<file path="config.mk">
export PLATFORM = sky130hd
export DESIGN_NAME = doodleScene
export DESIGN_NICKNAME = d
export VERILOG_FILES = /design/src/design/doodlePkg.sv /design/src/design/platformIf.sv /design/src/design/platformRng.sv /design/src/design/platformField.sv /design/src/design/pixelMapper.sv /design/src/design/doodleScene.sv
export SDC_FILE = /design/constraint.sdc
export NUM_CORES = 2
export LEC_CHECK = 0
export BUFFER_PORTS_ARGS = -buffer_cell sky130_fd_sc_hd__buf_4
export CAP_MARGIN = 40
export CORE_MARGIN = 5
export CORE_UTILIZATION = 65
export CTS_CLUSTER_DIAMETER = 60
export CTS_CLUSTER_SIZE = 12
export DETAILED_ROUTE_END_ITERATION = 6
export PLACE_DENSITY = 0.89
export SLEW_MARGIN = 25
export SYNTH_ARGS = -nofsm -noshare
export SYNTH_HDL_FRONTEND = slang
export SYNTH_SLANG_ARGS = --single-unit
export TNS_END_PERCENT = 20
</file>
<file path="constraint.sdc">
create_clock -name frame_clk -period 19.9 [get_ports frame_clk]
set_input_delay 1.99 -clock frame_clk [delete_from_list [all_inputs] [get_ports frame_clk]]
set_output_delay 1.99 -clock frame_clk [all_outputs]
set_load 0.05 [all_outputs]
</file>
<file path="src/design/doodlePkg.sv">
/*
 * doodle scene shared definitions
 * screen limits, platform geometry, random lane setup and the
 * display colours used by the field and the colour pipeline
 */

package doodlePkg;

    // ----------------------------------------
    // widths
    // ----------------------------------------
    // screen coordinate, wide enough for 640x480
    localparam int CoordW = 10;
    // platform position and random lane width
    localparam int PosW = 9;

    // ----------------------------------------
    // screen and platform geometry
    // ----------------------------------------
    localparam int ScreenYMax = 479;

    // platform box is centre +/- half size, edges inclusive
    localparam int PlatHalfW = 10;
    localparam int PlatHalfH = 4;

    // spacing of the reset ladder and the respawn row
    localparam int PlatLadderStep = 30;
    localparam int PlatBottomY = 475;

    // x shift applied to small random values
    localparam int PlatXLimit = 440;
    localparam int PlatXOffset = 100;

    // ----------------------------------------
    // random lanes
    // ----------------------------------------
    // lane i starts at LfsrSeedBase ^ i, never zero for up to 16 lanes
    localparam logic [PosW-1:0] LfsrSeedBase = 9'h1A5;
    // x^9 + x^5 + 1, feedback from bits 8 and 4
    localparam logic [PosW-1:0] LfsrTaps = 9'h110;

    // ----------------------------------------
    // colours, 8 bits each of red, green, blue
    // ----------------------------------------
    localparam logic [23:0] PlayerColour = 24'hCAC92E;
    localparam logic [23:0] PlatColour = 24'h66DD11;
    localparam logic [23:0] CannonColour = 24'hFF0000;
    localparam logic [23:0] BackColour = 24'h988558;

    // x position from a raw random value, result wraps to PosW bits
    function automatic logic [PosW-1:0] applyOffset(input logic [PosW-1:0] raw);
        int shifted;
        shifted = int'(raw);
        if (shifted < PlatXLimit)
        begin
            shifted = shifted + PlatXOffset;
        end
        return PosW'(shifted);
    endfunction

endpackage

</file>
<file path="src/design/platformIf.sv">
/*
 * platform position bus
 * carries the x and y tables of every platform from the field
 * registers to the colour pipeline
 */

`timescale 1ns/100ps

interface platformIf
    import doodlePkg::*;
#(
    parameter int NumPlats = 16
) ();

    // centre of each platform box
    logic [PosW-1:0] platX [NumPlats];
    logic [PosW-1:0] platY [NumPlats];

    // owner of the position registers
    modport field
    (
        output platX,
        output platY
    );

    // box tests in the pixel path
    modport mapper
    (
        input platX,
        input platY
    );

endinterface

</file>
<file path="src/design/platformRng.sv">
/*
 * platform random lanes
 * one 9-bit Fibonacci LFSR per platform, each with its own seed,
 * all stepping on every frame clock edge
 */

`timescale 1ns/100ps

module platformRng
    import doodlePkg::*;
#(
    parameter int NumPlats = 16
)
(
    input  logic            frame_clk,
    input  logic            loadplat,
    output logic [PosW-1:0] laneVal [NumPlats]
);

    // ----------------------------------------
    // lane registers
    // ----------------------------------------
    // lanes are independent, shift left and feed parity of the taps into bit 0
    always_ff @(posedge frame_clk or posedge loadplat)
    begin
        if (loadplat)
        begin
            for (int i = 0; i < NumPlats; i++)
            begin
                laneVal[i] <= LfsrSeedBase ^ PosW'(i);
            end
        end
        else
        begin
            for (int i = 0; i < NumPlats; i++)
            begin
                laneVal[i] <= {laneVal[i][PosW-2:0], ^(laneVal[i] & LfsrTaps)};
            end
        end
    end

    // ----------------------------------------
    // checks
    // ----------------------------------------
    // a lane that reaches zero stays there, so the respawn x would freeze
    for (genvar g = 0; g < NumPlats; g++)
    begin : gLaneCheck
        assert property (@(posedge frame_clk) disable iff (loadplat)
            laneVal[g] != '0)
        else
            $error("random lane %0d locked at zero", g);
    end

endmodule

</file>
<file path="src/design/platformField.sv">
/*
 * platform field
 * owns the platform x and y registers
 * loads the y ladder and the seeded x values on reset, scrolls the
 * field up on each command and respawns platforms that would leave
 * the top at the bottom row
 */

`timescale 1ns/100ps

module platformField
    import doodlePkg::*;
#(
    parameter int NumPlats = 16
)
(
    input  logic              frame_clk,
    input  logic              loadplat,
    input  logic [PosW-1:0]   laneVal [NumPlats],
    input  logic              scrollValid,
    input  logic [CoordW-1:0] scrollAmt,
    platformIf.field          plat
);

    logic [PosW-1:0] xPos [NumPlats];
    logic [PosW-1:0] yPos [NumPlats];

    // per platform stay-on flag and scrolled row
    logic            stayOn [NumPlats];
    logic [PosW-1:0] scrolledY [NumPlats];

    // reset row of platform idx with the last one clamped to the respawn row
    function automatic logic [PosW-1:0] ladderY(input int idx);
        int rowY;
        rowY = PlatLadderStep * (idx + 1);
        if ((idx == NumPlats - 1) && (rowY > PlatBottomY))
        begin
            rowY = PlatBottomY;
        end
        return PosW'(rowY);
    endfunction

    // ----------------------------------------
    // scroll decision
    // ----------------------------------------
    always_comb
    begin
        for (int i = 0; i < NumPlats; i++)
        begin
            // whole box must stay at or below row 0
            stayOn[i] = int'(yPos[i]) >= int'(scrollAmt) + PlatHalfH;
            scrolledY[i] = PosW'(int'(yPos[i]) - int'(scrollAmt));
        end
    end

    // ----------------------------------------
    // position registers
    // ----------------------------------------
    always_ff @(posedge frame_clk or posedge loadplat)
    begin
        if (loadplat)
        begin
            for (int i = 0; i < NumPlats; i++)
            begin
                // x follows the seed the lane starts from
                xPos[i] <= applyOffset(LfsrSeedBase ^ PosW'(i));
                yPos[i] <= ladderY(i);
            end
        end
        else if (scrollValid)
        begin
            for (int i = 0; i < NumPlats; i++)
            begin
                if (stayOn[i])
                begin
                    yPos[i] <= scrolledY[i];
                end
                else
                begin
                    // respawn at the bottom with the lane value before this edge
                    yPos[i] <= PosW'(PlatBottomY);
                    xPos[i] <= applyOffset(laneVal[i]);
                end
            end
        end
    end

    assign plat.platX = xPos;
    assign plat.platY = yPos;

    // ----------------------------------------
    // checks
    // ----------------------------------------
    // a scroll that wrapped past row 0 shows up as a row below the screen
    for (genvar g = 0; g < NumPlats; g++)
    begin : gRowCheck
        assert property (@(posedge frame_clk) disable iff (loadplat)
            int'(yPos[g]) <= ScreenYMax)
        else
            $error("platform %0d below the screen, y %0d", g, yPos[g]);
    end

endmodule

</file>
<file path="src/design/pixelMapper.sv">
/*
 * pixel colour pipeline
 * stage one tests a pixel query against the player, platform and
 * cannon boxes; stage two picks the colour by priority
 * player, platform, cannon, background
 * both stages use valid/ready and hold one query each
 */

`timescale 1ns/100ps

module pixelMapper
    import doodlePkg::*;
#(
    parameter int NumPlats = 16
)
(
    input  logic              frame_clk,
    input  logic              loadplat,
    platformIf.mapper         plat,

    input  logic [CoordW-1:0] playerX,
    input  logic [CoordW-1:0] playerY,
    input  logic [CoordW-1:0] playerSize,
    input  logic [CoordW-1:0] cannonX,
    input  logic [CoordW-1:0] cannonY,
    input  logic [CoordW-1:0] cannonSize,

    input  logic              pixValid,
    input  logic [CoordW-1:0] drawX,
    input  logic [CoordW-1:0] drawY,
    output logic              pixReady,

    output logic              colValid,
    output logic [7:0]        red,
    output logic [7:0]        green,
    output logic [7:0]        blue,
    input  logic              colReady
);

    // inclusive box test in signed integer space, no wrap at the edges
    function automatic logic boxHit(
        input logic [CoordW-1:0] px,
        input logic [CoordW-1:0] py,
        input logic [CoordW-1:0] cx,
        input logic [CoordW-1:0] cy,
        input logic [CoordW-1:0] hx,
        input logic [CoordW-1:0] hy
    );
        logic inX;
        logic inY;
        inX = (int'(px) >= int'(cx) - int'(hx)) && (int'(px) <= int'(cx) + int'(hx));
        inY = (int'(py) >= int'(cy) - int'(hy)) && (int'(py) <= int'(cy) + int'(hy));
        return inX && inY;
    endfunction

    // combinational hits for the query on the inputs
    logic playerHit;
    logic platHit;
    logic cannonHit;

    // stage one
    logic s1Valid;
    logic s1Player;
    logic s1Plat;
    logic s1Cannon;

    // stage two
    logic        s2Ready;
    logic [23:0] colourQ;

    // ----------------------------------------
    // handshake
    // ----------------------------------------
    // stage two frees when empty or draining, stage one when it can move on
    assign s2Ready = !colValid || colReady;
    assign pixReady = !s1Valid || s2Ready;

    // ----------------------------------------
    // box tests
    // ----------------------------------------
    always_comb
    begin
        playerHit = boxHit(drawX, drawY, playerX, playerY, playerSize, playerSize);
        cannonHit = boxHit(drawX, drawY, cannonX, cannonY, cannonSize, cannonSize);
        platHit = 1'b0;
        for (int i = 0; i < NumPlats; i++)
        begin
            if (boxHit(drawX, drawY, CoordW'(plat.platX[i]), CoordW'(plat.platY[i]),
                       CoordW'(PlatHalfW), CoordW'(PlatHalfH)))
            begin
                platHit = 1'b1;
            end
        end
    end

    // ----------------------------------------
    // stage one, hit flags
    // ----------------------------------------
    always_ff @(posedge frame_clk or posedge loadplat)
    begin
        if (loadplat)
        begin
            s1Valid <= 1'b0;
        end
        else if (pixReady)
        begin
            s1Valid <= pixValid;
        end
    end

    always_ff @(posedge frame_clk)
    begin
        if (pixValid && pixReady)
        begin
            s1Player <= playerHit;
            s1Plat <= platHit;
            s1Cannon <= cannonHit;
        end
    end

    // ----------------------------------------
    // stage two, colour by priority
    // ----------------------------------------
    always_ff @(posedge frame_clk or posedge loadplat)
    begin
        if (loadplat)
        begin
            colValid <= 1'b0;
        end
        else if (s2Ready)
        begin
            colValid <= s1Valid;
        end
    end

    always_ff @(posedge frame_clk)
    begin
        if (s1Valid && s2Ready)
        begin
            if (s1Player)
                colourQ <= PlayerColour;
            else if (s1Plat)
                colourQ <= PlatColour;
            else if (s1Cannon)
                colourQ <= CannonColour;
            else
                colourQ <= BackColour;
        end
    end

    assign red = colourQ[23:16];
    assign green = colourQ[15:8];
    assign blue = colourQ[7:0];

    // held colour must not move until the consumer takes it
    assert property (@(posedge frame_clk) disable iff (loadplat)
        colValid && !colReady |=> colValid && $stable({red, green, blue}))
    else
        $error("colour output changed while stalled");

endmodule

</file>
<file path="src/design/doodleScene.sv">
/*
 * doodle scene display core
 * random platform field with scrolling and respawn, plus the
 * two-stage colour pipeline for pixel queries
 */

`timescale 1ns/100ps

module doodleScene
    import doodlePkg::*;
#(
    parameter int NumPlats = 16
)
(
    input  logic              frame_clk,
    input  logic              loadplat,

    // scroll command, taken every cycle it is valid
    input  logic              scrollValid,
    input  logic [CoordW-1:0] scrollAmt,

    // player and cannon boxes
    input  logic [CoordW-1:0] playerX,
    input  logic [CoordW-1:0] playerY,
    input  logic [CoordW-1:0] playerSize,
    input  logic [CoordW-1:0] cannonX,
    input  logic [CoordW-1:0] cannonY,
    input  logic [CoordW-1:0] cannonSize,

    // pixel query
    input  logic              pixValid,
    input  logic [CoordW-1:0] drawX,
    input  logic [CoordW-1:0] drawY,
    output logic              pixReady,

    // colour result
    output logic              colValid,
    output logic [7:0]        red,
    output logic [7:0]        green,
    output logic [7:0]        blue,
    input  logic              colReady
);

    logic [PosW-1:0] laneVal [NumPlats];

    platformIf #(.NumPlats(NumPlats)) platBus ();

    // ----------------------------------------
    // platform field
    // ----------------------------------------
    platformRng #(.NumPlats(NumPlats)) rng0
    (
        .frame_clk (frame_clk),
        .loadplat  (loadplat),
        .laneVal   (laneVal)
    );

    platformField #(.NumPlats(NumPlats)) field0
    (
        .frame_clk   (frame_clk),
        .loadplat    (loadplat),
        .laneVal     (laneVal),
        .scrollValid (scrollValid),
        .scrollAmt   (scrollAmt),
        .plat        (platBus.field)
    );

    // ----------------------------------------
    // colour pipeline
    // ----------------------------------------
    pixelMapper #(.NumPlats(NumPlats)) mapper0
    (
        .frame_clk  (frame_clk),
        .loadplat   (loadplat),
        .plat       (platBus.mapper),
        .playerX    (playerX),
        .playerY    (playerY),
        .playerSize (playerSize),
        .cannonX    (cannonX),
        .cannonY    (cannonY),
        .cannonSize (cannonSize),
        .pixValid   (pixValid),
        .drawX      (drawX),
        .drawY      (drawY),
        .pixReady   (pixReady),
        .colValid   (colValid),
        .red        (red),
        .green      (green),
        .blue       (blue),
        .colReady   (colReady)
    );

endmodule

</file>
==> flow_metrics.py <==
metrics = {
    "detailed_routing": {
        "viasPerCell": 6.460,
        "drt_iter0_drc": 3506,
        "avgRoutedWirePerCell_um": 20.11,
        "dr.pass1.iters": 7,
        "totalWireLength_um": 135300,
        "ant_nets": 0,
        "vias": 43460,
        "drc": 0,
    },
    "synth": {
        "yosys_warnings": 0,
        "syn_inst": 5620,
        "ys_seq_elements": 449,
        "async_flop_share_pct": 96.66,
        "synth_top_area_share_pct": 26.34,
        "synth_area_mm2": 0.05015,
        "avgSynthCellArea_um2": 8.924,
        "seq_area_frac_synth_pct": 23.01,
        "synth-edff-count": 15,
        "synth_area_leader_cell": "ha_1",
        "synth.area.top_cells": "ha_1 26%, dfrtp_1 13%, dfstp_2 9.6%",
        "ys_types": 78,
        "synthFlopType": "dfrtp_1",
    },
    "grt": {
        "grt_antenna_before_repair": 3,
        "grt_max_degree": 197,
        "track_usage_pct": 31.92,
        "grt_overflow_total": 0,
        "grt_pass1_wl_um": 218600,
        "grt_pass1_vias": 43700,
    },
    "worst_setup_path": {
        "startpoint_type": "input port",
        "cp.required_ns": 20.23,
        "cp_max_fo": 20,
        "crit_type": "input port to flip-flop",
        "critPathCaptureType": "flip-flop",
        "arrival_ns": 5.72,
    },
    "timing": {
        "setup-violations-final": 0,
        "relSlewSlack_pct": 33.84,
        "fmax_mhz": 185.6,
        "grt_setup_unrepaired": "no",
        "final_hold_viol_count": 0,
        "finalMaxSlewViolations": 0,
        "fin_crit_sh_pct": 27.07,
        "tns_ns": 0,
        "layout_min_cycle_time_ns": 5.387,
        "worst_pin_slew_ns": 0.9924,
        "clock_skew_ns": 0.02209,
    },
    "final_layout": {
        "layout.cells.non_filler": 6728,
        "syn_to_final_growth_pct": 7.362,
        "fillers": 5408,
        "nets": 6828,
        "multi_input_area_mm2": 0.03670,
        "drive_above_1_share_pct": 11.04,
        "seqCellArea_mm2": 0.01154,
    },
    "clock_tree": {
        "postCtsHoldBufs": 0,
        "ctsResizeCount": 0,
        "numCtsBuffers": 54,
        "clk_latency_ns": 0.63,
        "cts.sinks": 449,
        "htree_levels": 2,
        "post_cts_buffers": 0,
        "cts_tree": "yes",
        "cts.clk_slew.worst_paths_ns": 0.06,
        "clockBufferDepth": 3,
        "clk_root_buffer_cell": "clkbuf_16",
    },
    "job": {
        "cap_violations": 0,
    },
    "place": {
        "dp_cells": 6624,
        "hpwl_um": 94100,
        "io_buffer_count": 117,
        "place.gp.congestion": 0.8933,
    },
    "die": {
        "num_rows": 101,
        "start_util_pct": 65.82,
        "dieArea_mm2": 0.08281,
        "fp.dieW_um": 287.8,
        "io_pins": 121,
        "coreArea_mm2": 0.07620,
        "die_h_um": 287.8,
    },
    "min_path": {
        "hold_class": "flip-flop to flip-flop",
    },
    "power_and_ir_drop": {
        "ir_drop_mv": 0.07528,
        "powerDensity_mw_per_mm2": 89.24,
        "leakage_nw": 24.59,
    },
    "outcome": {
        "status": "finished, final reports clean",
    },
}
==> path summary, 6_finish.rpt <==
| path | end | start | slack, ns | depth (start not counted) |
|---|---|---|---|---|
| worst max register to register | mapper0.s1Plat | field0.plat.platY[92] | 15.58 | 11 |
| worst max-delay path | mapper0.s1Plat | drawY[0] | 14.51 | 12 |
| worst min-delay path | rng0.laneVal[118] | rng0.laneVal[117] | 0.36 | 0 |
| min in group asynchronous | field0.plat.platY[96] | loadplat | 1.34 | 2 |
| max in group asynchronous | rng0.laneVal[29] | loadplat | 16.92 | 4 |
| worst min register to register | rng0.laneVal[118] | rng0.laneVal[117] | 0.36 | 0 |
==> per-stage QoR <==
stage          hold slack, ns  setup WS, ns  area (µm²)  util, %  power [mW]
3_3_place_gp           0.3549         13.54       51840    68.03       3.552
6_report               0.3633         14.51       53850    70.66       4.805
4_1_cts                0.3644         14.66       53830    70.64       4.764
3_5_place_dp           0.3554         14.03       52030    68.27       3.698
2_1_floorplan          0.3501         6.124       50160        -       3.098
5_1_grt                0.3655         14.47       53840    70.66       5.165
==> state kept, by name (all words and copies together) (netlist names) <==
register and cells:
mapper0.colourQ 12, field0.plat.platX 144, field0.plat.platY 144, mapper0.colValid 1, mapper0.s1Plat 1, rng0.laneVal 144
mapper0.s1Player 1, mapper0.s1Valid 1, mapper0.s1Cannon 1
==> placed cells by master (no fill, tap or decap), types with 59 or more instances in the layout <==
cell         n
ha_1      1056
buf_4      150
nand4_1     68
nand3_1    169
nand2_1    395
mux2_2     141
o21a_1     112
nor2b_1    149
dfstp_2    183
xor2_1     230
nor2_1     325
dfrtp_1    251
nor3_1     133
a21o_1      61
o21ai_0    379
o22a_1      65
a211oi_1    59
a21oi_1    335
inv_1      308
xnor2_1    347
==> final cells by class <==
cell class | instances | share of cell area, %
flip-flops and latches | 449 | 21.43
diodes | 1 | 0.004647
inverters | 312 | 2.189
repair buffers | 163 | 2.470
well taps | 1030 | 2.393
clock buffers | 76 | 2.740
clock inverters | 24 | 0.6065
multi-input cells | 4673 | 68.17
==> logic make-up after synthesis <==
logic type      Yosys count  share of synthesized area, %
mux                     173                         3.812
flops                   449                         23.01
simple gates           1479                         14.36
buf+inv                 500                         3.937
other cells               1                      0.007477
compound gates         1356                         17.40
fa+ha+maj              1080                         27.30
xor+xnor                582                         10.16
==> cells in the mapped netlist (33+ instances only) <==
cell type and count:
ha_1 1056, nand2_1 395, o21ai_0 379, xnor2_1 352, a21oi_1 335, nor2_1 325, inv_1 312, dfrtp_1 251
xor2_1 230, dfstp_2 183, nand3_1 169, nor2b_1 149, mux2_2 141, clkbuf_1 136, nor3_1 133, o21a_1 112
nand4_1 68, o22a_1 65, a21o_1 61, a211oi_1 59, nand2b_1 50, o211ai_1 46, o22ai_1 36, a21boi_0 34
and3_1 33
==> worst max-delay path, stage by stage <==
cell and delay, ns:
buf_4 0.11, inv_1 0.06, buf_4 0.50, ha_1 0.35, nor2b_1 0.10, o21ai_0 0.10
a221o_1 0.33, a2111oi_0 0.46, o211ai_1 0.27, a41oi_1 0.59, o211ai_1 0.18, or4_1 0.65
==> layer usage <==
layer | track usage [%] | vias to the layer above | wire length [µm]
li1 | - | 20450 | -
met1 | 38.27 | 20720 | 52610
met2 | 53.26 | 1675 | 61980
met3 | 6.200 | 613 | 11370
met4 | 19.08 | 2 | 9339
met5 | 0 | - | 13
==> power breakdown <==
group	internal, mW	switching (mW)	leakage [nW]	total (mW)
clock	0.601	0.428	0.877	1.03
sequential	1.08	0.288	5.07	1.36
combinational	1.08	1.33	18.6	2.41
total	2.76	2.04	24.6	4.81
Note: power is estimated with default switching activity, not from simulation.
